File: config.mk
export PLATFORM = sky130hd
export DESIGN_NAME = tx_arbiter
export DESIGN_NICKNAME = d
export VERILOG_FILES = /design/src/hdl/tx_cfg_pkg.sv /design/src/hdl/tx_arbiter.sv
export SDC_FILE = /design/constraint.sdc
export NUM_CORES = 1
export LEC_CHECK = 0
export ABC_CLOCK_PERIOD_IN_PS = 6610
export BUFFER_PORTS_ARGS = -buffer_cell sky130_fd_sc_hd__buf_4
export CAP_MARGIN = 20
export CORE_MARGIN = 4
export CORE_UTILIZATION = 45
export DETAILED_ROUTE_END_ITERATION = 8
export PLACE_DENSITY_LB_ADDON = 0.08
export SYNTH_ARGS = -nofsm -noshare
export SYNTH_HDL_FRONTEND = slang
export SYNTH_SLANG_ARGS = --single-unit
File: constraint.sdc
create_clock -name clk -period 6.61 [get_ports clk]
set_input_delay 1.322 -clock clk [delete_from_list [all_inputs] [get_ports clk]]
set_output_delay 1.322 -clock clk [all_outputs]
set_load 0.005 [all_outputs]
File: src/hdl/tx_cfg_pkg.sv
// descriptor layout assumes a 64-bit {cts_config, desc_word} entry; payload length is 13 bits
`default_nettype none

package tx_cfg_pkg;

    // priority queues, 0 is served first
    localparam int NUM_QUEUES = 4;

    // descriptor as stored in a queue
    localparam int DESC_W = 64;
    // payload word count in the low bits
    localparam int LEN_W = 13;

    // upper half comes from cts_config
    localparam int CTS_EN_BIT   = 63;
    localparam int RATE_SEL_BIT = 62;
    localparam int RATE_W       = 4;
    localparam int PKT_RATE_LSB = 32;
    localparam int CTS_RATE_LSB = 36;
    localparam int DUR_W        = 16;
    localparam int DUR_LSB      = 40;

    // phy start strobe length in clocks
    localparam int START_PULSE_CYCLES = 6;

    typedef enum logic [1:0] {
        ARB_IDLE, ARB_FETCH, ARB_HANDOFF, ARB_WAIT_DONE
    } arb_state_t;

    typedef enum logic [2:0] {
        WR_IDLE, WR_JUDGE, WR_CTS, WR_SIFS, WR_PAYLOAD
    } wr_state_t;

endpackage

`default_nettype wire

File: src/hdl/tx_arbiter.sv
// serves one packet at a time; a new grant waits for frame_done of the previous one
`default_nettype none

module tx_arbiter (
    input  wire                               clk,
    input  wire                               rstn,
    input  wire [tx_cfg_pkg::NUM_QUEUES-1:0]  queue_allowed,
    input  wire [tx_cfg_pkg::NUM_QUEUES-1:0]  queue_empty,
    input  wire                               bb_busy,
    input  wire [tx_cfg_pkg::DESC_W-1:0]      head_desc,
    input  wire                               frame_done,
    output logic                              pop,
    output logic [1:0]                        pop_idx,
    output logic                              desc_valid,
    output logic [tx_cfg_pkg::DESC_W-1:0]     desc,
    output logic [1:0]                        tx_queue_idx
);

    tx_cfg_pkg::arb_state_t state;
    logic       grant_any;
    logic [1:0] grant_idx;

    // lowest allowed non-empty queue wins
    // scan from the top so queue 0 is assigned last
    always_comb begin
        grant_any = 1'b0;
        grant_idx = '0;
        for (int q = tx_cfg_pkg::NUM_QUEUES - 1; q >= 0; q--) begin
            if (queue_allowed[q] && !queue_empty[q]) begin
                grant_any = 1'b1;
                grant_idx = 2'(q);
            end
        end
    end

    // pop in the grant cycle itself, head shows up during FETCH
    assign pop        = (state == tx_cfg_pkg::ARB_IDLE) && grant_any && !bb_busy;
    assign pop_idx    = grant_idx;
    assign desc_valid = (state == tx_cfg_pkg::ARB_HANDOFF);

    always_ff @(posedge clk) begin
        if (!rstn) begin
            state        <= tx_cfg_pkg::ARB_IDLE;
            tx_queue_idx <= '0;
        end else begin
            case (state)
                tx_cfg_pkg::ARB_IDLE: begin
                    if (pop) begin
                        tx_queue_idx <= grant_idx;
                        state        <= tx_cfg_pkg::ARB_FETCH;
                    end
                end
                tx_cfg_pkg::ARB_FETCH:   state <= tx_cfg_pkg::ARB_HANDOFF;
                tx_cfg_pkg::ARB_HANDOFF: state <= tx_cfg_pkg::ARB_WAIT_DONE;
                // index held here for the whole packet
                tx_cfg_pkg::ARB_WAIT_DONE: begin
                    if (frame_done) state <= tx_cfg_pkg::ARB_IDLE;
                end
                default: state <= tx_cfg_pkg::ARB_IDLE;
            endcase
        end
    end

    // latch the popped head
    always_ff @(posedge clk) begin
        if (state == tx_cfg_pkg::ARB_FETCH) desc <= head_desc;
    end

endmodule

`default_nettype wire

==> impl_metrics.toml, run 1 <==
[detailed_routing]
vias = 1461
drt-met1-wl_microns = 1660
vias_per_cell = 4.40
drc = 0
met2_length_microns = 2620
drtAntennaViolNets = 0
drt_first_pass_iters = 4
drtIter0Drc = 68
top_layer = "met4"
wl_per_cell_microns = 15.1
drt-total-wl_microns = 5010
route.met3.wl_microns = 610

[pwr]
combPwrFrac_pct = 24.5
power.leakage_nw = 1.57
ir_drop_uv = 375
clkPwrFrac_pct = 28.0
intPower_mw = 1.08
seq_power_share_pct = 47.5
netSwitchingFraction_pct = 24.2
power_density_nw_per_um2 = 386
p_sw_mw = 0.346

[cts]
clkLatencyLatePin_ps = 330
clock-sinks = 68
cts_resized = 0
cts_made_buffers = 9
h-tree-depth = 3
cts_tree = "yes"
path_clk_slew_ps = 70
clock_tree.root_cell = "clkbuf_8"
clock_path_buffers = 2
cts_setup_buffers = 0
ctsHoldBuffers = 0

[worst_setup_path]
crit_path_max_fanout = 4
timing.rr.start = "state[1]"
reg2reg_setup_slack_ps = 5000
crit_path_start = "queue_allowed[2]"
crit_type = "input pin to output pin"
worstPathRequired_ps = 5290
critPathCaptureType = "output pin"
startpoint_type = "input pin"
critPathArrivalTime_ps = 2150

[sta]
rsz0062_at_grt = "false"
setup_violations = 0
drv_slew = 0
period_share_pct = 52.6
setup_tns_ps = 0
fmaxAchievable_mhz = 288
worst_slew_pin_slew_ps = 746
timing.slew.headroom_pct = 50.3
hold_violations = 0
fin_crit_ps = 3480
skew_ps = 6.82

[synth]
synth_cell_types = 18
synth_warnings = 0
synthArstFlopShare_pct = 0
synth_top_area_share_pct = 84.5
syn_avg_cell_area_sq_um = 22.1
syn-num-nets = 184
ys_ff_latch = 68
synth_flop_cell = "edfxtp_1"
synth_edf_count = 64
syn_inst = 103
syn_area_sq_um = 2270
synth_largest_area_cell = "edfxtp_1"
ys_seq_area_share_pct = 88.1
yosys-top-cells-area = "edfxtp_1 (85%), dfxtp_1 (3.5%), ha_1 (2.8%), nor2b_4 (1.8%), nor4_4 (0.94%)"

[floorplan]
die_h_microns = 79.1
dieWidth_microns = 79.1
ios = 146
start_util_pct = 47.2
die-area_sq_um = 6250
coreArea_sq_um = 4820
rows = 25

[layout]
design_area_sq_um = 3690
drive_above_1_share_pct = 63.4
area_delta_synth_final_pct = 62.5
final_nets = 341
num_antenna_cells = 0

[worst_hold_path]
min_from = "tx_queue_idx[0]"
min_path_type = "register to register"

[global_routing]
grt_pass1_vias = 1464
grt_pass1_wl_microns = 7420
overflow = 0
antenna_found_initial = 0
grt_use_total_pct = 16.5
grt_max_degree = 65

[job]
drv_cap = 0

[place]
dp_hpwl_microns = 3740
place.gp.congestion = 0.841
portBuffers = 145
post_dp_cell_area_sq_um = 3460

[outcome]
status = "complete, no violations"
Yosys cell counts, types with 2 or more instances:
cell and instances:
nand2_1 4, mux2i_1 2, inv_1 3, nor2b_4 3
ha_1 5, nor2_1 5, o21ai_0 3, edfxtp_1 64
nand2b_1 2, dfxtp_1 4
cells in the final DEF, fill, tap and decap left out:
| cell type | n |
|---|---|
| buf_4 | 146 |
| nor2b_2 | 1 |
| nor2b_4 | 3 |
| a21oi_1 | 1 |
| a21boi_1 | 1 |
| o221a_2 | 1 |
| ha_2 | 1 |
| clkinv_4 | 2 |
| bufinv_16 | 3 |
| clkinv_1 | 2 |
| nor3_1 | 1 |
| nor4_4 | 1 |
| edfxtp_1 | 64 |
| nand2b_1 | 2 |
| o21ai_0 | 3 |
| dfxtp_1 | 4 |
| nor2_1 | 5 |
| a21oi_2 | 1 |
| clkbuf_8 | 9 |
| or4_1 | 1 |
| inv_1 | 3 |
| nand2_1 | 4 |
| ha_1 | 4 |
| mux2i_1 | 2 |
worst paths after layout:
path	end	depth (start not counted)
min	tx_queue_idx[0]	2
max reg2reg	desc[4]	3
max	pop	5
min reg2reg	tx_queue_idx[0]	2
cells by family (layout without fill, tap and decap cells):
family | Yosys count | after routing | synth area share, %
compound gates | 7 | 7 | 2.09
fa+ha+maj | 5 | 5 | 2.75
buf+inv | 3 | 165 | 0.495
flops | 68 | 68 | 88.1
mux | 2 | 2 | 0.881
simple gates | 18 | 18 | 5.72
area by class of cell:
| cell class | count | area (sq um) |
|---|---|---|
| Clock inverter | 7 | 115 |
| Multi-Input combinational cell | 32 | 263 |
| Sequential cell | 68 | 2000 |
| Fill cell | 342 | 1120 |
| Clock buffer | 9 | 124 |
| Timing Repair Buffer | 146 | 1100 |
| Tap cell | 67 | 83.8 |
| Inverter | 3 | 11.3 |
critical path: stages:
cell	delay, ps
buf_4	120
nor2b_2	170
nor4_4	320
nor2_1	90
buf_4	140
per-stage QoR:
step / setup slack [ps] / instances / power, mW / utilization [%] / hold WS [ps]
final: 3130 / 332 / 1.43 / 76.7 / 485
after global routing: 3060 / 332 / 1.51 / 76.7 / 496
after CTS: 3130 / 332 / 1.45 / 76.7 / 484
after detailed placement: 3140 / 316 / 1.04 / 71.7 / 474
after global placement: 3140 / 316 / 1.04 / 71.7 / 479
after floorplan: 3420 / 103 / 0.797 / - / 468
sequential cells by signal, summed over array words and instances (netlist names):
signal and count:
desc 64, state 2, tx_queue_idx 2
power groups by stage:
stage | logic [mW] | registers [mW] | clock network (mW)
after floorplan | 0.0888 | 0.708 | 0
after global placement | 0.354 | 0.683 | 0
after detailed placement | 0.357 | 0.686 | 0
after CTS | 0.357 | 0.679 | 0.409
after global routing | 0.382 | 0.691 | 0.434
final | 0.348 | 0.677 | 0.400
layer usage:
layer	global-route usage [%]	vias to the layer above
met1	16.4	654
met4	9.97	0
met2	27.9	89
met5	0	-
met3	7.48	10
li1	-	708
Note: power is estimated with default switching activity, not from simulation.
==> run 2, diff against run 1 <==
--- a/config.mk
+++ b/config.mk
@@ -5,11 +5,12 @@
 export SDC_FILE = /design/constraint.sdc
 export NUM_CORES = 1
 export LEC_CHECK = 0
-export ABC_CLOCK_PERIOD_IN_PS = 6610
+export ABC_AREA = 1
+export ABC_CLOCK_PERIOD_IN_PS = 3000
 export BUFFER_PORTS_ARGS = -buffer_cell sky130_fd_sc_hd__buf_4
 export CAP_MARGIN = 20
 export CORE_MARGIN = 4
-export CORE_UTILIZATION = 45
+export CORE_UTILIZATION = 37
 export DETAILED_ROUTE_END_ITERATION = 8
 export PLACE_DENSITY_LB_ADDON = 0.08
 export SYNTH_ARGS = -nofsm -noshare
==> constraint.sdc (replaced) <==
create_clock -name clk -period 3 [get_ports clk]
set_input_delay 0.6 -clock clk [delete_from_list [all_inputs] [get_ports clk]]
set_output_delay 0.6 -clock clk [all_outputs]
set_load 0.005 [all_outputs]
==> run 2 against run 1 <==
Count of clock-buffer cells in the layout is 3 higher. Sequential cell count stayed put. Sequential share of layout area rose by 1.0 points. Clock power rose by 48%. Critical path type is now register to output pin. Largest power group unchanged.
==> impl_metrics.toml, run 2 <==
[outcome]
status = "complete, no violations"

[cts]
h-tree-depth = 3
cts_setup_buffers = 0
ctsHoldBuffers = 0
cts_tree = "yes"
cts_resized = 0
clkLatencyLatePin_ps = 320
clock-sinks = 68
path_clk_slew_ps = 70
clock_path_buffers = 2
cts_made_buffers = 9
clock_tree.root_cell = "clkbuf_8"

[place]
post_dp_cell_area_sq_um = 3480
place.gp.congestion = 0.782
portBuffers = 145
numPlacedInstances = 333
dp_hpwl_microns = 3870

[sta]
setup_violations = 0
period_share_pct = 69.7
fmaxAchievable_mhz = 478
rsz0062_at_grt = "false"
hold_violations = 0
skew_ps = 4.28
worst_slew_pin_slew_ps = 447
setup_tns_ps = 0
timing.slew.headroom_pct = 70.2
drv_slew = 0
fin_crit_ps = 2090

[layout]
reg.largest.list = "desc x64, state x2, tx_queue_idx x2"
num_antenna_cells = 0
final_core_util_pct = 60.9
top_register = "desc"
largest_reg_flops = 64
design_area_sq_um = 3630
final_nets = 350
layout_common_cells = "buf_4 (147), edfxtp_1 (64), clkbuf_8 (9), inv_1 (8), nand2_1 (7)"
stdcell_count = 348
drive_above_1_share_pct = 61.2
area_delta_synth_final_pct = 59.3
mostFrequentLayoutCell = "buf_4"

[pwr]
power_density_nw_per_um2 = 769
ir_drop_uv = 396
power.leakage_nw = 1.57

[synth]
syn_avg_cell_area_sq_um = 20.5
synth_flop_cell = "edfxtp_1"
syn_area_sq_um = 2280
synth_common_cells = "edfxtp_1 (64), inv_1 (8), nand2_1 (7)"
synth_largest_area_cell = "edfxtp_1"
ys_seq_area_share_pct = 88.0
synth_warnings = 0
yosys-top-cells-area = "edfxtp_1 (84%), dfxtp_1 (3.5%), ha_1 (2.7%), nand2_4 (2.0%), inv_1 (1.3%)"
syn_inst = 111
synth_top_area_share_pct = 84.4
synthArstFlopShare_pct = 0
synth_most_common_cell = "edfxtp_1"
ys_ff_latch = 68
syn-num-nets = 192
synth_edf_count = 64
synth_cell_types = 15

[detailed_routing]
drtIter0Drc = 69
vias = 1461
vias_per_cell = 4.20
drt_first_pass_iters = 4
drtAntennaViolNets = 0
drc = 0
wl_per_cell_microns = 14.6
drt-total-wl_microns = 5090

[worst_setup_path]
reg2reg_setup_slack_ps = 1580
crit_path_max_fanout = 4
critPathArrivalTime_ps = 1490
crit_path_start = "state[0]"
timing.rr.start = "state[1]"
startpoint_type = "register"
worstPathRequired_ps = 2400
r2r_end = "desc[3]"
crit_path_end = "pop"
rr_worst_depth = 3
critPathCaptureType = "output pin"
crit_type = "register to output pin"

[global_routing]
antenna_found_initial = 0
gr-usage-met2_pct = 22.0
grt_use_total_pct = 13.3
grt_pass1_vias = 1395
use_met1_pct = 14.7
overflow = 0
met3_usage_pct = 5.42
grt_max_degree = 37
top_usage_layer = "met2"
grt_pass1_wl_microns = 7120

[floorplan]
coreArea_sq_um = 5960
dieWidth_microns = 86.4
ios = 146
start_util_pct = 38.2
rows = 28
die-area_sq_um = 7470
die_h_microns = 86.4

[worst_hold_path]
min_path_type = "input pin to register"
min_path_cells = 1

[job]
drv_cap = 0
## run 2: changes by cell type in the layout (fill, tap and decap cells not counted), sizes merged, moves of 3 or more
cell and change:
clkbuf +3, bufinv -3, nor2b -4, inv +7
nand3 +3, nand2 +8
## run 2: cells by family (layout without fill, tap and decap cells)
family                     Yosys count  in the layout  share of synthesized area, %
AOI/OAI and AO/OA                    7              7                          2.25
adders and majority gates            5              5                          2.75
buffers and inverters               10            172                          1.65
DFF                                 68             68                          88.0
and+or+nand+nor                     21             21                          5.39
## run 2: where the power goes
part | switching, mW | internal (mW)
clock | 0.300 | 0.291
combinational | 0.351 | 0.404
sequential | 0.0711 | 1.37
## run 2: layer usage
metal | vias to the layer above | wire length [microns]
met5 | - | 0
met4 | 0 | 83
met3 | 8 | 514
met2 | 71 | 2650
met1 | 664 | 1840
li1 | 718 | -
## run 2: final cells by class
type | count | area (sq um)
well taps | 75 | 93.8
clock buffers | 12 | 135
multi-input cells | 33 | 239
repair buffers | 147 | 1100
flip-flops and latches | 68 | 2000
inverters | 10 | 37.5
clock inverters | 3 | 15.0
fillers | 509 | 2330
## run 2: worst min path at each step
stage                     slack [ps]              end            start
after floorplan                  450  tx_queue_idx[1]  tx_queue_idx[1]
after global placement           480  tx_queue_idx[0]  tx_queue_idx[0]
after detailed placement         460  tx_queue_idx[1]  tx_queue_idx[1]
after CTS                        430          desc[7]     head_desc[7]
after global routing             420         desc[39]    head_desc[39]
final                            450         desc[34]    head_desc[34]
## run 2: critical path: stages (launching register included)
cell and delay [ps]:
dfxtp_1 390, inv_1 100, ha_1 240, inv_1 100
nor2_4 50, o21ai_4 70, inv_1 80, buf_4 140
## run 2: per-stage QoR
step,hold slack [ps],power (mW),setup WS [ps]
finish,451,2.79,910
CTS,428,2.84,867
global route,417,2.96,788
global placement,476,2.23,1150
detailed placement,464,2.24,1130
floorplan,454,1.73,605
==> run 3, diff against run 2 <==
--- a/config.mk
+++ b/config.mk
@@ -5,8 +5,8 @@
 export SDC_FILE = /design/constraint.sdc
 export NUM_CORES = 1
 export LEC_CHECK = 0
-export ABC_AREA = 1
-export ABC_CLOCK_PERIOD_IN_PS = 3000
+export ABC_AREA = 0
+export ABC_CLOCK_PERIOD_IN_PS = 1800
 export BUFFER_PORTS_ARGS = -buffer_cell sky130_fd_sc_hd__buf_4
 export CAP_MARGIN = 20
 export CORE_MARGIN = 4
==> constraint.sdc (replaced) <==
create_clock -name clk -period 1.8 [get_ports clk]
set_input_delay 0.36 -clock clk [delete_from_list [all_inputs] [get_ports clk]]
set_output_delay 0.36 -clock clk [all_outputs]
set_load 0.005 [all_outputs]
==> run 3 against run 2 <==
Global-route usage grew 0.24 points. Cell area grew 3.5%. Utilization rose by 2.1 points. Die area down 0.10%. Combinational power grew 85%. Largest cell class unchanged. Power rose by 91%. Critical path type unchanged. Clock power up 150%.
==> impl_metrics.toml, run 3 (synthesis results as in run 1) <==
[outcome]
status = "complete, no violations"

[place]
pre_cts_ws_ps = 227
portBuffers = 145
numPlacedInstances = 325
post_dp_cell_area_sq_um = 3500
dp_hpwl_microns = 4000
place.gp.congestion = 0.743

[layout]
area_delta_synth_final_pct = 65.1
num_antenna_cells = 0
largest_reg_flops = 64
drive_above_1_share_pct = 64.2
final_nets = 344
mostFrequentLayoutCell = "buf_4"
design_area_sq_um = 3750
top_register = "desc"
layout_common_cells = "buf_4 (147), edfxtp_1 (64), clkbuf_8 (9), nor2_1 (5)"
stdcell_count = 343
reg.largest.list = "desc x64, state x2, tx_queue_idx x2"

[pwr]
ir_drop_uv = 764
power_density_nw_per_um2 = 1420
seq_power_share_pct = 46.5
clkPwrFrac_pct = 27.3
power.leakage_nw = 1.59
intPower_mw = 4.05
combPwrFrac_pct = 26.2
p_sw_mw = 1.29
netSwitchingFraction_pct = 24.2

[sta]
skew_ps = 7.89
worst_slew_pin_slew_ps = 281
fmaxAchievable_mhz = 592
setup_slack_ps = 110
timing.hold.ws_ps = 205
timing.slew.headroom_pct = 81.1
setup_tns_ps = 0
hold_violations = 0
period_share_pct = 93.9
drv_slew = 0
fin_crit_ps = 1690
rsz0062_at_grt = "false"
setup_violations = 0

[global_routing]
grt_max_degree = 34
grt_pass1_vias = 1525
overflow = 0
antenna_found_initial = 0
grt_use_total_pct = 13.5
grt_pass1_wl_microns = 7430

[job]
drv_cap = 0

[floorplan]
die-area_sq_um = 7460
ios = 146
coreArea_sq_um = 5960
start_util_pct = 38.2
rows = 28
dieWidth_microns = 86.4
die_h_microns = 86.4

[cts]
clock_tree.root_cell = "clkbuf_8"
ctsHoldBuffers = 0
clock_path_buffers = 2
clkLatencyLatePin_ps = 330
h-tree-depth = 3
clock-sinks = 68
cts_made_buffers = 9
cts_tree = "yes"
path_clk_slew_ps = 80

[detailed_routing]
vias = 1490
drt_first_pass_iters = 4
drc = 0
vias_per_cell = 4.34
wl_per_cell_microns = 14.8
drt-total-wl_microns = 5080
drtAntennaViolNets = 0
drtIter0Drc = 55

[worst_setup_path]
worstPathRequired_ps = 1440
crit_type = "register to output pin"
critPathCaptureType = "output pin"
startpoint_type = "register"
critPathArrivalTime_ps = 1330
crit_path_max_fanout = 4

[worst_hold_path]
min_path_type = "input pin to register"
[run 3: layer usage]
metal  GRT usage [%]  part of all wire (%)  vias to the layer above
li1                -                     -                      711
met1            13.9                    34                      689
met2            22.7                    51                       85
met3            6.75                    14                        5
met4            6.80                   1.1                        0
met5               0                     0                        -
[run 3: per-stage QoR]
step	utilization [%]	total power, mW
global placement	58.7	3.91
global route	63.0	5.64
floorplan	-	2.91
detailed placement	58.7	3.94
CTS	62.8	5.41
finish	63.0	5.34
[run 3: area by class of cell]
class	count	area (sq um)
fill	469	2200
sequential	68	2000
timing repair buffer	149	1140
multi-input combinational	32	263
clock buffer	9	124
clock inverter	7	115
tap	75	93.8
inverter	3	11.3
[run 3: worst max-delay path, stage by stage, from the launching register on]
cell and delay [ps]:
dfxtp_1 370, inv_1 110, ha_1 220, nand2b_1 120, nor2_1 50, buf_4 140
[run 3: path summary, 6_finish.rpt]
kind	from	to	slack [ps]	depth (start not counted)
worst max-delay path	state[1]	pop	110	5
worst min-delay path	head_desc[15]	desc[15]	200	1
worst max register to register	state[1]	tx_queue_idx[0]	300	6
worst min register to register	tx_queue_idx[0]	tx_queue_idx[0]	480	2
[run 3: timing repair]
action	in CTS	in global routing
gates resized for setup	0	1
endpoints found under the setup margin	0	1
setup buffers	0	2
[run 3: power groups by stage]
stage               clock network, mW  registers, mW  logic (mW)
global placement                    0           2.50        1.41
floorplan                           0           2.58       0.330
finish                           1.46           2.48        1.40
CTS                              1.51           2.49        1.41
detailed placement                  0           2.52        1.41
global route                     1.58           2.54        1.52
