===== src/hdl/tx_cfg_pkg.sv =====
// descriptor layout assumes a 64-bit {cts_config, desc_word} entry; payload length is 13 bits
`default_nettype none

package tx_cfg_pkg;

    // priority queues, 0 is served first
    localparam int NUM_QUEUES = 4;

    // descriptor as stored in a queue
    localparam int DESC_W = 64;
    // payload word count in the low bits
    localparam int LEN_W = 13;

    // upper half comes from cts_config
    localparam int CTS_EN_BIT   = 63;
    localparam int RATE_SEL_BIT = 62;
    localparam int RATE_W       = 4;
    localparam int PKT_RATE_LSB = 32;
    localparam int CTS_RATE_LSB = 36;
    localparam int DUR_W        = 16;
    localparam int DUR_LSB      = 40;

    // phy start strobe length in clocks
    localparam int START_PULSE_CYCLES = 6;

    typedef enum logic [1:0] {
        ARB_IDLE, ARB_FETCH, ARB_HANDOFF, ARB_WAIT_DONE
    } arb_state_t;

    typedef enum logic [2:0] {
        WR_IDLE, WR_JUDGE, WR_CTS, WR_SIFS, WR_PAYLOAD
    } wr_state_t;

endpackage

`default_nettype wire


===== src/hdl/wifi_frame_pkg.sv =====
// cts-to-self constants only; the signal length is fixed at 14 bytes and the parity relies on it
`default_nettype none

package wifi_frame_pkg;

    // header words ahead of the payload in the buffer
    localparam int CTS_WORDS = 4;

    // signal field length for a cts frame
    localparam logic [11:0] SIGNAL_LEN = 12'd14;

    // frame control of a cts
    localparam logic [1:0] FC_TYPE_CTRL   = 2'b01;
    localparam logic [3:0] FC_SUBTYPE_CTS = 4'b1100;

    // even parity over rate and length
    // 14 has three ones, so only the rate bits matter
    function automatic logic signal_parity(input logic [3:0] rate);
        return ~(^rate);
    endfunction

endpackage

`default_nettype wire


===== src/hdl/frame_writer.sv =====
// header layout assumes DATA_W of 64; desc_valid must only arrive while idle
`default_nettype none

module frame_writer #(
    parameter int DATA_W = 64,
    parameter int ADDR_W = 10
) (
    input  wire                           clk,
    input  wire                           rstn,
    input  wire                           desc_valid,
    input  wire [tx_cfg_pkg::DESC_W-1:0]  desc,
    input  wire [47:0]                    mac_addr,
    input  wire [13:0]                    sifs_cycles,
    input  wire [DATA_W-1:0]              dma_data,
    input  wire                           dma_emptyn,
    input  wire                           tx_end,
    output logic                          dma_ask,
    output logic                          frame_done,
    output logic                          wr_en,
    output logic [ADDR_W-1:0]             wr_addr,
    output logic [DATA_W-1:0]             wr_data
);

    localparam int HDR_W = $clog2(wifi_frame_pkg::CTS_WORDS);
    localparam int LEN_W = tx_cfg_pkg::LEN_W;

    tx_cfg_pkg::wr_state_t state;
    logic [tx_cfg_pkg::DESC_W-1:0] cur_desc;
    logic [HDR_W-1:0]              hdr_cnt;
    logic [13:0]                   sifs_cnt;
    logic [LEN_W-1:0]              word_cnt;
    logic [LEN_W-1:0]              pkt_len;
    logic [ADDR_W-1:0]             wr_ptr;
    logic [tx_cfg_pkg::RATE_W-1:0] cts_rate;
    logic [DATA_W-1:0]             hdr_word;
    logic                          accept;

    assign pkt_len = cur_desc[LEN_W-1:0];
    // word taken when both sides agree
    assign accept  = dma_ask && dma_emptyn;
    assign frame_done = (state == tx_cfg_pkg::WR_PAYLOAD) && tx_end;

    // rate sel high picks the data rate
    assign cts_rate = cur_desc[tx_cfg_pkg::RATE_SEL_BIT]
                    ? cur_desc[tx_cfg_pkg::PKT_RATE_LSB +: tx_cfg_pkg::RATE_W]
                    : cur_desc[tx_cfg_pkg::CTS_RATE_LSB +: tx_cfg_pkg::RATE_W];

    always_comb begin
        case (hdr_cnt)
            // signal field: rate, reserved, length, parity
            2'd0: hdr_word = DATA_W'({wifi_frame_pkg::signal_parity(cts_rate),
                                      wifi_frame_pkg::SIGNAL_LEN, 1'b0, cts_rate});
            // frame control, duration, ra low
            2'd2: hdr_word = {mac_addr[31:0],
                              cur_desc[tx_cfg_pkg::DUR_LSB +: tx_cfg_pkg::DUR_W], 8'd0,
                              wifi_frame_pkg::FC_SUBTYPE_CTS, wifi_frame_pkg::FC_TYPE_CTRL,
                              2'b00};
            2'd3: hdr_word = DATA_W'(mac_addr[47:32]);
            default: hdr_word = '0;
        endcase
    end

    always_ff @(posedge clk) begin
        if (!rstn) begin
            state    <= tx_cfg_pkg::WR_IDLE;
            dma_ask  <= 1'b0;
            wr_en    <= 1'b0;
            hdr_cnt  <= '0;
            sifs_cnt <= '0;
            word_cnt <= '0;
            wr_ptr   <= '0;
        end else begin
            wr_en <= (state == tx_cfg_pkg::WR_CTS) || accept;
            case (state)
                tx_cfg_pkg::WR_IDLE: begin
                    if (desc_valid) state <= tx_cfg_pkg::WR_JUDGE;
                end
                tx_cfg_pkg::WR_JUDGE: begin
                    hdr_cnt  <= '0;
                    sifs_cnt <= '0;
                    word_cnt <= '0;
                    if (cur_desc[tx_cfg_pkg::CTS_EN_BIT]) begin
                        // payload goes behind the header
                        wr_ptr <= ADDR_W'(wifi_frame_pkg::CTS_WORDS);
                        state  <= tx_cfg_pkg::WR_CTS;
                    end else begin
                        wr_ptr  <= '0;
                        dma_ask <= (pkt_len != '0);
                        state   <= tx_cfg_pkg::WR_PAYLOAD;
                    end
                end
                tx_cfg_pkg::WR_CTS: begin
                    hdr_cnt <= hdr_cnt + 1'b1;
                    if (hdr_cnt == HDR_W'(wifi_frame_pkg::CTS_WORDS - 1)) begin
                        state <= tx_cfg_pkg::WR_SIFS;
                    end
                end
                // sifs_cycles + 1 clocks of gap
                tx_cfg_pkg::WR_SIFS: begin
                    sifs_cnt <= sifs_cnt + 1'b1;
                    if (sifs_cnt == sifs_cycles) begin
                        dma_ask <= (pkt_len != '0);
                        state   <= tx_cfg_pkg::WR_PAYLOAD;
                    end
                end
                tx_cfg_pkg::WR_PAYLOAD: begin
                    if (accept) begin
                        wr_ptr   <= wr_ptr + 1'b1;
                        word_cnt <= word_cnt + 1'b1;
                        // stop asking after the last word
                        if (word_cnt == pkt_len - 1'b1) dma_ask <= 1'b0;
                    end
                    if (tx_end) begin
                        dma_ask <= 1'b0;
                        state   <= tx_cfg_pkg::WR_IDLE;
                    end
                end
                default: state <= tx_cfg_pkg::WR_IDLE;
            endcase
        end
    end

    // write address and data, header or stream
    always_ff @(posedge clk) begin
        if (desc_valid) cur_desc <= desc;
        if (state == tx_cfg_pkg::WR_CTS) begin
            wr_addr <= ADDR_W'(hdr_cnt);
            wr_data <= hdr_word;
        end else begin
            wr_addr <= wr_ptr;
            wr_data <= dma_data;
        end
    end

endmodule

`default_nettype wire


===== config.mk =====
export PLATFORM = sky130hd
export DESIGN_NAME = frame_writer
export DESIGN_NICKNAME = d
export VERILOG_FILES = /design/src/hdl/tx_cfg_pkg.sv /design/src/hdl/wifi_frame_pkg.sv /design/src/hdl/frame_writer.sv
export SDC_FILE = /design/constraint.sdc
export NUM_CORES = 1
export LEC_CHECK = 0
export BUFFER_PORTS_ARGS = -buffer_cell sky130_fd_sc_hd__buf_2
export CAP_MARGIN = 20
export CELL_PAD_IN_SITES_DETAIL_PLACEMENT = 0
export CELL_PAD_IN_SITES_GLOBAL_PLACEMENT = 1
export CORE_MARGIN = 3
export CORE_UTILIZATION = 31
export DETAILED_ROUTE_END_ITERATION = 6
export GPL_TIMING_DRIVEN = 0
export PLACE_DENSITY_LB_ADDON = 0.1
export SYNTH_ARGS = -nofsm -noshare
export SYNTH_HDL_FRONTEND = slang
export SYNTH_SLANG_ARGS = --single-unit

===== constraint.sdc =====
create_clock -name clk -period 1.9 [get_ports clk]
set_input_delay 0.38 -clock clk [delete_from_list [all_inputs] [get_ports clk]]
set_output_delay 0.38 -clock clk [all_outputs]
set_load 0.01 [all_outputs]

==> metrics, run 1 <==
Psw=2.02 mW; number of synthesized register bits=157; Clk Latency, worst-skew pair=0.43 ns; PD cells=897 nW/um^2; max-capacitance violation count=0; nets@finish=about 1200; Post-Synth Adder-Cell Area=between 1.5 and 2%; Die W=150 um; Reg clk slew, reported paths=~0.07 ns; Post-Synth Simple-Gate Area=about a fifth; clock network power share=41.7%; post-route antenna net violation count=0; Mapped Area=about 6500 sq um; FP Rows=52; Seq pwr share=between 40% and 50%; combinational family with the most area after synthesis=simple AND/OR/NAND/NOR gates; Filler Cells Inserted=2116; Mapped Nets=890; DP HPWL=~15000 um; Area after DPL=8050 sq um; EDFF count, synth=39; combinational group share of total power=11.2%; Net Sw Frac=25.6%; die height=150 um; Starting DRT DRC Count=247; # port buffers=246; CP cell instances=inv_2, ha_4, nor3b_4, nand2_2, or3_1, a311o_1, nor4_2, o211ai_1; Die Area=22600 sq um; Slowest cell on crit path=edfxtp_1; most frequent cell after synthesis=nand2_1; failing checks=setup timing; Least-Margin Pin Slew=0.998 ns; slack of the critical path=-0.136 ns; gpl congestion=slightly above 0.7; Seq/Total Area, Yosys=54.7%; TritonCTS Sinks=157; Buf/Inv on CP=1; vias in the first global route=~5300; Core Footprint=20400 sq um; asr flop ratio synth=0%; cts bufs inserted=17; largest net degree at the start of global routing=41; first-pass GRT wire length=between 20000 and 30000 um; worst-case vdd ir drop=0.502 mV; run status=finished with violations; xor/xnor share of the synthesized area=7.32%; Setup Viol. Count Final=1; drt first pass iters=5; main area contributors after synthesis=dfxtp_1, edfxtp_1, nand2_1; Internal=5.86 mW; overall routed net length=19700 um; routed wire length per instance=15.9 um; Post-synth top cells=nand2_1, dfxtp_1, o21ai_0; Avg Inst Size Synth=9.41 sq um; Ports=272; cell taking the most area after synthesis=dfxtp_1; Leak=3.79 nW; CTS Root Cell=clkbuf_16; Total GRT Usage=17.2%; Syn. warnings=0; synth unique cells=47; share of layout cells above drive strength 1=33.2%; Tmin final=2.04 ns; drt drc=0; vias per inst=~4.6; critical path class=flop to flop; Cells after Synth=687; FMAX=491 MHz; critical path required time=approximately 2.2 ns; Syn-to-layout area delta=36.0%; Register Area=3530 sq um; area occupied by multi-input gates=roughly 2800 sq um; delay-heaviest family, CP=simple AND/OR/NAND/NOR gates; Synth Area in Compound Gates=12.0%; worst-path fanout max=4; CTS tree=built; remaining global-route overflow=0; share of the synthesized area in the top cell type=36.6%; HP Class=input port to flop; predominant post-synthesis flop cell=dfxtp_1; mux share of post-synthesis cell area=1.01%; fin util=43.1%; design area=8790 sq um; Initial Utilization=31.7%; CTS max path bufs=2; slowest stage delay, CP=roughly 0.42 ns; Worst EP arrival=2.33 ns; routed vias=5712; final number of max-transition violations=0; CTS H-tree lvls=4; RSZ-0062 raised after global routing=yes; Setup crit end kind=flop; CP Launch Type=flop; Final Hold Vio Count=0; Final Cycle Share=107%; Worst Skew=0.0124 ns; initial antenna violation count=5; Slew Limit Headroom=roughly a third
[final timing paths]
path / slack, ns / from / cells past startpoint / endpoint
hold reg to reg: 0.48 / wr_ptr[9] / 1 / wr_addr[9]
setup / recovery: -0.14 / cur_desc[1] / 8 / dma_ask
hold / removal: 0.12 / desc[62] / 1 / cur_desc[62]
setup reg to reg: -0.14 / cur_desc[1] / 8 / dma_ask
[flip-flops by register name, indices dropped and copies added (netlist names)]
name,flops
wr_en,1
wr_data,64
wr_addr,10
hdr_cnt,2
sifs_cnt,14
wr_ptr,10
word_cnt,13
cur_desc,39
state,3
dma_ask,1
[cell families (layout without fill, tap and decap cells)]
logic type	Yosys count	after routing
buffers and inverters	44	329
DFF	157	157
muxes	6	6
AOI/OAI and AO/OA	134	134
xor gates and xnor gates	54	54
and+or+nand+nor	284	284
other	0	1
adders and majority gates	8	8
[routing by layer]
| layer | routed length [um] | part of all wire (%) | GRT usage, % | vias to the layer above |
|---|---|---|---|---|
| met4 | 315 | 1.6 | 5.44 | 10 |
| li1 | - | - | - | 2905 |
| met3 | 1760 | 8.9 | 5.39 | 34 |
| met5 | 62 | 0.31 | 0 | - |
| met1 | 8330 | 42 | 21.4 | 2571 |
| met2 | 9260 | 47 | 28.4 | 192 |
[worst reg2reg max path, stage by stage, from the launching register on]
cell and delay [ns]:
edfxtp_1 0.42, inv_2 0.09, ha_4 0.15, nor3b_4 0.24, nand2_2 0.08, or3_1 0.37, a311o_1 0.28, nor4_2 0.17
o211ai_1 0.11
[timing repair]
| action | CTS | global route |
|---|---|---|
| endpoints found under the setup margin | 69 | 62 |
| pin swaps | 3 | 3 |
| hold buffers | 0 | 0 |
| resized for setup | 13 | 30 |
| setup buffers | 6 | 5 |
[placed cells by master, fill, tap and decap left out, drive strengths merged, types with 6 or more instances in the layout]
cell      n
xnor2    24
or3       9
nor3     11
nand4     9
dfxtp   118
xor2     30
a22o      9
ha        8
o21ai    72
nand3    14
inv      14
nand2   144
edfxtp   39
buf     266
clkbuf   44
and2     16
a21boi    6
nor2     39
nor4      6
nor2b    12
a21oi    24
[layout make-up]
| type | instances | share of cell area, % |
|---|---|---|
| inverters | 7 | 0.299 |
| well taps | 270 | 3.84 |
| multi-input cells | 486 | 32.2 |
| flip-flops and latches | 157 | 40.2 |
| diodes | 1 | 0.0285 |
| repair buffers | 257 | 15.0 |
| clock inverters | 12 | 1.14 |
| clock buffers | 20 | 5.33 |
| plain buffers | 33 | 1.92 |
[power groups by stage]
stage | Combinational, mW | Sequential, mW | Clock, mW
after floorplan | 0.350 | 3.84 | 0
after global placement | 0.854 | 3.79 | 0
after detailed placement | 0.851 | 3.79 | 0
after CTS | 0.876 | 3.71 | 3.39
after global routing | 0.987 | 3.74 | 3.50
final | 0.881 | 3.71 | 3.29
[metrics by stage]
stage	cells	hold WS (ns)	setup TNS (ns)	setup slack [ns]	power, mW
4_1_cts	1240	0.104	-0.276	-0.193	7.98
5_1_grt	1242	0.101	-0.349	-0.342	8.23
2_1_floorplan	687	0.450	0	0.000271	4.19
3_5_place_dp	1203	0.466	-20.72	-0.529	4.64
6_report	1243	0.124	-0.136	-0.136	7.88
3_3_place_gp	1203	0.466	-21.77	-0.532	4.64
Note: power is estimated with default switching activity, not from simulation.
==> inputs of run 2 (changes only) <==
--- a/config.mk
+++ b/config.mk
@@ -14,6 +14,7 @@
 export DETAILED_ROUTE_END_ITERATION = 6
 export GPL_TIMING_DRIVEN = 0
 export PLACE_DENSITY_LB_ADDON = 0.1
+export REMOVE_ABC_BUFFERS = 1
 export SYNTH_ARGS = -nofsm -noshare
 export SYNTH_HDL_FRONTEND = slang
 export SYNTH_SLANG_ARGS = --single-unit
==> run 2 against run 1 <==
The run still ends with setup timing left; power is 0.83% higher; sequential share of layout area is 0.16 points higher; final cell count is 1.8% lower; via count is 1.4% lower; critical path depth is 1 lower; final area is 0.11% lower; worst setup slack worse by 0.027 ns; critical endpoint unchanged; largest cell class unchanged.
==> metrics, run 2 (synthesis results as in run 1) <==
PD cells=906 nW/um^2 (+0.94%); Ports=272 (unchanged); largest registers=wr_data x64, cur_desc x39, sifs_cnt x14; DP HPWL=13800 um (-9.5%); final number of max-transition violations=0 (unchanged); routed vias=5631 (-1.4%); overall routed net length=19300 um (-2.4%); Final Hold Vio Count=0 (unchanged); CTS max path bufs=2 (unchanged); slack of the critical path=-0.163 ns (-0.0269 ns); CP Launch Type=flop; Reg clk slew, reported paths=0.07 ns (about the same); initial antenna violation count=5 (unchanged); vias in the first global route=5521 (+3.4%); worst-path fanout max=4 (unchanged); share of layout cells above drive strength 1=34.1% (+0.91 points); commonest cells after routing, fill and taps aside=buf_2, nand2_1, dfxtp_1, o21ai_0, edfxtp_1; reg2reg start=cur_desc[0]; CP cell instances=buf_4, nor3_1, nand2_1, nor3_1, o22ai_1, nor4_2, o211ai_1; Register Area=3540 sq um (+0.28%); critical path class=flop to flop; Worst R2R Setup Slack=-0.16 ns (-0.03 ns); Slew Limit Headroom=37.0% (+3.5 points); Filler Cells Inserted=2051 (-3.1%); max-capacitance violation count=0 (unchanged); run status=finished with violations; Die Area=22600 sq um (unchanged); clock network power share=42.2% (+0.5 points); CP most frequent cell=nor3_1; FP Rows=52 (unchanged); RSZ-0062 raised after global routing=yes; Buf/Inv on CP=1 (unchanged); FMAX=485 MHz (-1.3%); TritonCTS Sinks=157 (unchanged); vias per inst=4.61 (+0.36%); area occupied by multi-input gates=2880 sq um (+1.7%); Hold Path End=cur_desc[7]; hold path startpoint=desc[7]; drt first pass iters=5 (unchanged); Initial Utilization=31.7% (unchanged); routed wire length per instance=15.8 um (-0.61%); max reg flops=64 (unchanged); HP Class=input port to flop; slowest stage delay, CP=0.42 ns (about the same); combinational group share of total power=10.8% (-0.4 points); CTS tree=built; dpl cells=1169 (-2.8%); post-route antenna net violation count=0 (unchanged); Reg2Reg Depth=7 (-1); Die W=150 um (unchanged); Psw=2.07 mW (+2.3%); Final Cycle Share=109% (+1.4 points); hold depth=1 (unchanged); Starting DRT DRC Count=204 (-17%); CTS H-tree lvls=4 (unchanged); # port buffers=246 (unchanged); Worst Skew=0.0101 ns (-0.00235 ns); die height=150 um (unchanged); Setup WS pre-CTS=-0.629 ns (-0.0995 ns); first-pass GRT wire length=29400 um (-1.6%); Worst R2R End=dma_ask; Syn-to-layout area delta=35.8%; nets@finish=1136 (-2.2%); Seq pwr share=47.0% (about the same); Core Footprint=20400 sq um (unchanged); gpl congestion=0.794 (+9.4%); Least-Margin Pin Slew=0.946 ns (-0.0525 ns); critical path required time=2.20 ns (about the same); CTS Root Cell=clkbuf_16; Slowest cell on crit path=nor3_1; Tmin final=2.06 ns (+0.0269 ns); remaining global-route overflow=0 (unchanged); most common cell after layout, fill and taps aside=buf_2; Worst EP arrival=2.37 ns (+0.04 ns); non-filler cells, final=1221 (-1.8%); Setup crit end kind=flop; failing checks=setup timing; Biggest register=wr_data; Internal=5.88 mW (+0.32%); Clk Latency, worst-skew pair=0.42 ns (about the same); delay-heaviest family, CP=simple AND/OR/NAND/NOR gates; drt drc=0 (unchanged); worst-case vdd ir drop=0.546 mV (+8.8%); Leak=3.75 nW (-0.94%); Setup Viol. Count Final=1 (unchanged); Net Sw Frac=26.0% (+0.38 points); cts bufs inserted=17 (unchanged); Total GRT Usage=16.8% (-0.36 points); largest net degree at the start of global routing=79 (+93%)
## run 2: worst max-delay path by stage
stage                start            to  slack (ns)  cells after the start
3_5_place_dp      state[0]  word_cnt[10]       -0.63                      6
6_report       cur_desc[0]       dma_ask       -0.16                      7
3_3_place_gp      state[1]   wr_data[17]       -2.72                      4
4_1_cts        cur_desc[1]       dma_ask       -0.24                      8
5_1_grt        cur_desc[0]       dma_ask       -0.30                      7
2_1_floorplan     state[1]   wr_data[17]       -1.34                      4
## run 2: per-stage QoR
step / util (%) / cell area, sq um / TNS [ns] / total power [mW] / hold slack [ns]
after floorplan: - / 6320 / -82.16 / 4.17 / 0.450
after global placement: 38.7 / 7890 / -197.76 / 4.59 / 0.473
after detailed placement: 39.1 / 7960 / -32.39 / 4.62 / 0.477
after CTS: 42.8 / 8720 / -0.237 / 8.07 / 0.101
after global routing: 43.1 / 8780 / -0.297 / 8.33 / 0.104
final: 43.1 / 8780 / -0.163 / 7.95 / 0.128
## run 2: worst reg2reg max path, delay by kind of cell (launching register included)
| kind | cells | cell delay (ns) |
|---|---|---|
| buf+inv | 1 | 0.16 |
| flops | 1 | 0.40 |
| simple gates | 4 | 1.14 |
| compound gates | 2 | 0.25 |
## run 2: metal layers
metal / global-route usage (%) / vias to the layer above / part of all wire, %
met5: 0 / - / 0
met4: 6.91 / 0 / 2.0
met3: 4.27 / 25 / 7.4
met2: 29.2 / 183 / 49
met1: 19.7 / 2565 / 41
li1: - / 2858 / -
## run 2: final cells by class
type	instances	share of cell area (%)
Tap cell	270	3.85
Clock buffer	19	5.29
Sequential cell	157	40.4
Timing Repair Buffer	262	15.9
Inverter	7	0.342
Antenna cell	5	0.143
Multi-Input combinational cell	488	32.8
Clock inverter	13	1.33
## run 2: power by group through the flow
stage | sequential [mW] | combinational [mW] | clock [mW]
after floorplan | 3.85 | 0.317 | 0
after global placement | 3.80 | 0.794 | 0
after detailed placement | 3.81 | 0.811 | 0
after CTS | 3.74 | 0.866 | 3.46
after global routing | 3.76 | 0.963 | 3.61
final | 3.73 | 0.862 | 3.35
## run 2: repair_timing
item	CTS	global route
hold buffers	0	0
resized for setup	23	5
setup endpoints to repair	111	27
setup buffers	10	3
hold endpoints to repair	0	0
pin swaps	8	3
cloned	2	0
==> inputs of run 3 (changes only) <==
--- a/config.mk
+++ b/config.mk
@@ -12,8 +12,8 @@
 export CORE_MARGIN = 3
 export CORE_UTILIZATION = 31
 export DETAILED_ROUTE_END_ITERATION = 6
-export GPL_TIMING_DRIVEN = 0
 export PLACE_DENSITY_LB_ADDON = 0.1
+export RECOVER_POWER = 50
 export REMOVE_ABC_BUFFERS = 1
 export SYNTH_ARGS = -nofsm -noshare
 export SYNTH_HDL_FRONTEND = slang
==> run 3 against run 2 <==
The run still ends with setup timing left; die area did not move; via count barely moved; sequential cell count did not move; largest power group unchanged.
==> metrics, run 3 (synthesis results as in run 1) <==
initial antenna violation count=3 (-2); Setup crit end kind=flop; FMAX=495 MHz (+2.1%); Reg2Reg Depth=9 (+2); Biggest register=wr_data; Setup Viol. Count Final=1 (unchanged); remaining global-route overflow=0 (unchanged); nets@finish=1156 (+1.8%); Syn-to-layout area delta=35.6%; CTS max path bufs=2 (unchanged); FP Rows=52 (unchanged); smallest hold slack=0.133 ns (+0.00519 ns); CTS hold repair buffers=0 (unchanged); Filler Cells Inserted=2105 (+2.6%); Final Hold Vio Count=0 (unchanged); worst-path fanout max=3 (-1); HP Class=input port to flop; Setup WS pre-CTS=-0.273 ns (+0.356 ns); largest net degree at the start of global routing=59 (-25%); CTS tree=built; drt drc=0 (unchanged); Leak=3.67 nW (-2.3%); CP Launch Type=flop; post-route antenna net violation count=0 (unchanged); CTS Root Cell=clkbuf_16; TritonCTS Sinks=157 (unchanged); Die Area=22600 sq um (unchanged); Total GRT Usage=16.3% (-0.55 points); failing checks=setup timing; routed wire length per instance=15.1 um (-4.1%); Slew Limit Headroom=43.6% (+6.7 points); Ports=272 (unchanged); commonest cells after routing, fill and taps aside=buf_2, nand2_1, dfxtp_1, o21ai_0, clkbuf_1; largest registers=wr_data x64, cur_desc x39, sifs_cnt x14; vias per inst=4.55 (-1.4%); RSZ-0062 raised after global routing=yes; most common cell after layout, fill and taps aside=buf_2; die height=150 um (unchanged); Clk Latency, worst-skew pair=0.42 ns (about the same); final number of max-transition violations=0 (unchanged); Initial Utilization=31.7% (unchanged); Register Area=3540 sq um (-0.18%); routed vias=5633 (+0.036%); max reg flops=64 (unchanged); PD cells=907 nW/um^2 (+0.12%); hold depth=1 (unchanged); total chip power=7.95 mW (about the same); overall routed net length=18700 um (-2.7%); Worst EP arrival=2.32 ns (-0.05 ns); gpl congestion=0.797 (+0.35%); Die W=150 um (unchanged); DP HPWL=14500 um (+5.2%); Final Cycle Share=106% (-2.3 points); run status=finished with violations; drt first pass iters=4 (-1); Least-Margin Pin Slew=0.845 ns (-0.100 ns); vias in the first global route=5462 (-1.1%); Worst Skew=0.00890 ns (-0.00117 ns); CTS H-tree lvls=4 (unchanged); area occupied by multi-input gates=2790 sq um (-3.0%); first-pass GRT wire length=28500 um (-2.8%); Core Footprint=20400 sq um (unchanged); slack of the critical path=-0.120 ns (+0.0428 ns); Starting DRT DRC Count=241 (+18%); # port buffers=246 (unchanged); critical path required time=2.20 ns (about the same); fin util=43.0% (-0.068 points); Tmin final=2.02 ns (-0.0428 ns); share of layout cells above drive strength 1=28.4% (-5.8 points); max-capacitance violation count=0 (unchanged); critical path class=flop to flop; worst-case vdd ir drop=0.556 mV (+2.0%); cts bufs inserted=17 (unchanged); Reg clk slew, reported paths=0.07 ns (about the same)
==> run 3: cell type report <==
class | instances | share of cell area (%)
clock inverter | 13 | 1.36
tap | 270 | 3.85
timing repair buffer | 284 | 16.7
sequential | 157 | 40.4
inverter | 7 | 0.300
multi-input combinational | 486 | 31.9
clock buffer | 19 | 5.43
antenna | 3 | 0.0857
==> run 3: layer usage <==
metal  up-vias  GRT usage [%]  share of wire (%)
met2       169           28.5                 49
li1       2895              -                  -
met1      2547           19.2                 42
met3        20           4.39                7.6
met4         2           5.49                1.5
met5         -              0              0.069
==> run 3: timing repair <==
action	in CTS	in global routing
buffers inserted	2	1
endpoints found under the setup margin	2	2
pin swaps	1	1
resized for setup	7	2
==> run 3: stage by stage <==
stage / TNS [ns] / cell area, sq um / instances
final: -0.120 / 8760 / 1239
after global routing: -0.342 / 8760 / 1239
after CTS: -0.149 / 8830 / 1235
after detailed placement: -0.273 / 8200 / 1202
after global placement: -0.230 / 8200 / 1202
after floorplan: -82.16 / 6320 / 650
==> run 3: worst max-delay path, stage by stage (launching register included) <==
cell and delay (ns):
edfxtp_1 0.39, inv_1 0.07, ha_2 0.18, nor3b_4 0.23, buf_4 0.15, and4_2 0.20, a31oi_1 0.04, a311o_1 0.38
nor4_2 0.16, o211ai_1 0.10
==> run 3: power breakdown <==
part	internal (mW)	total, mW	switching (mW)
clock network	1.88	3.37	1.49
registers	3.63	3.72	0.0935
logic	0.401	0.852	0.451
==> run 3: final timing paths <==
check                            startpoint            to  slack, ns
worst min-delay path               desc[63]  cur_desc[63]       0.13
worst max register to register  cur_desc[1]       dma_ask      -0.12
worst min register to register    wr_ptr[9]    wr_addr[9]       0.49
worst max-delay path            cur_desc[1]       dma_ask      -0.12
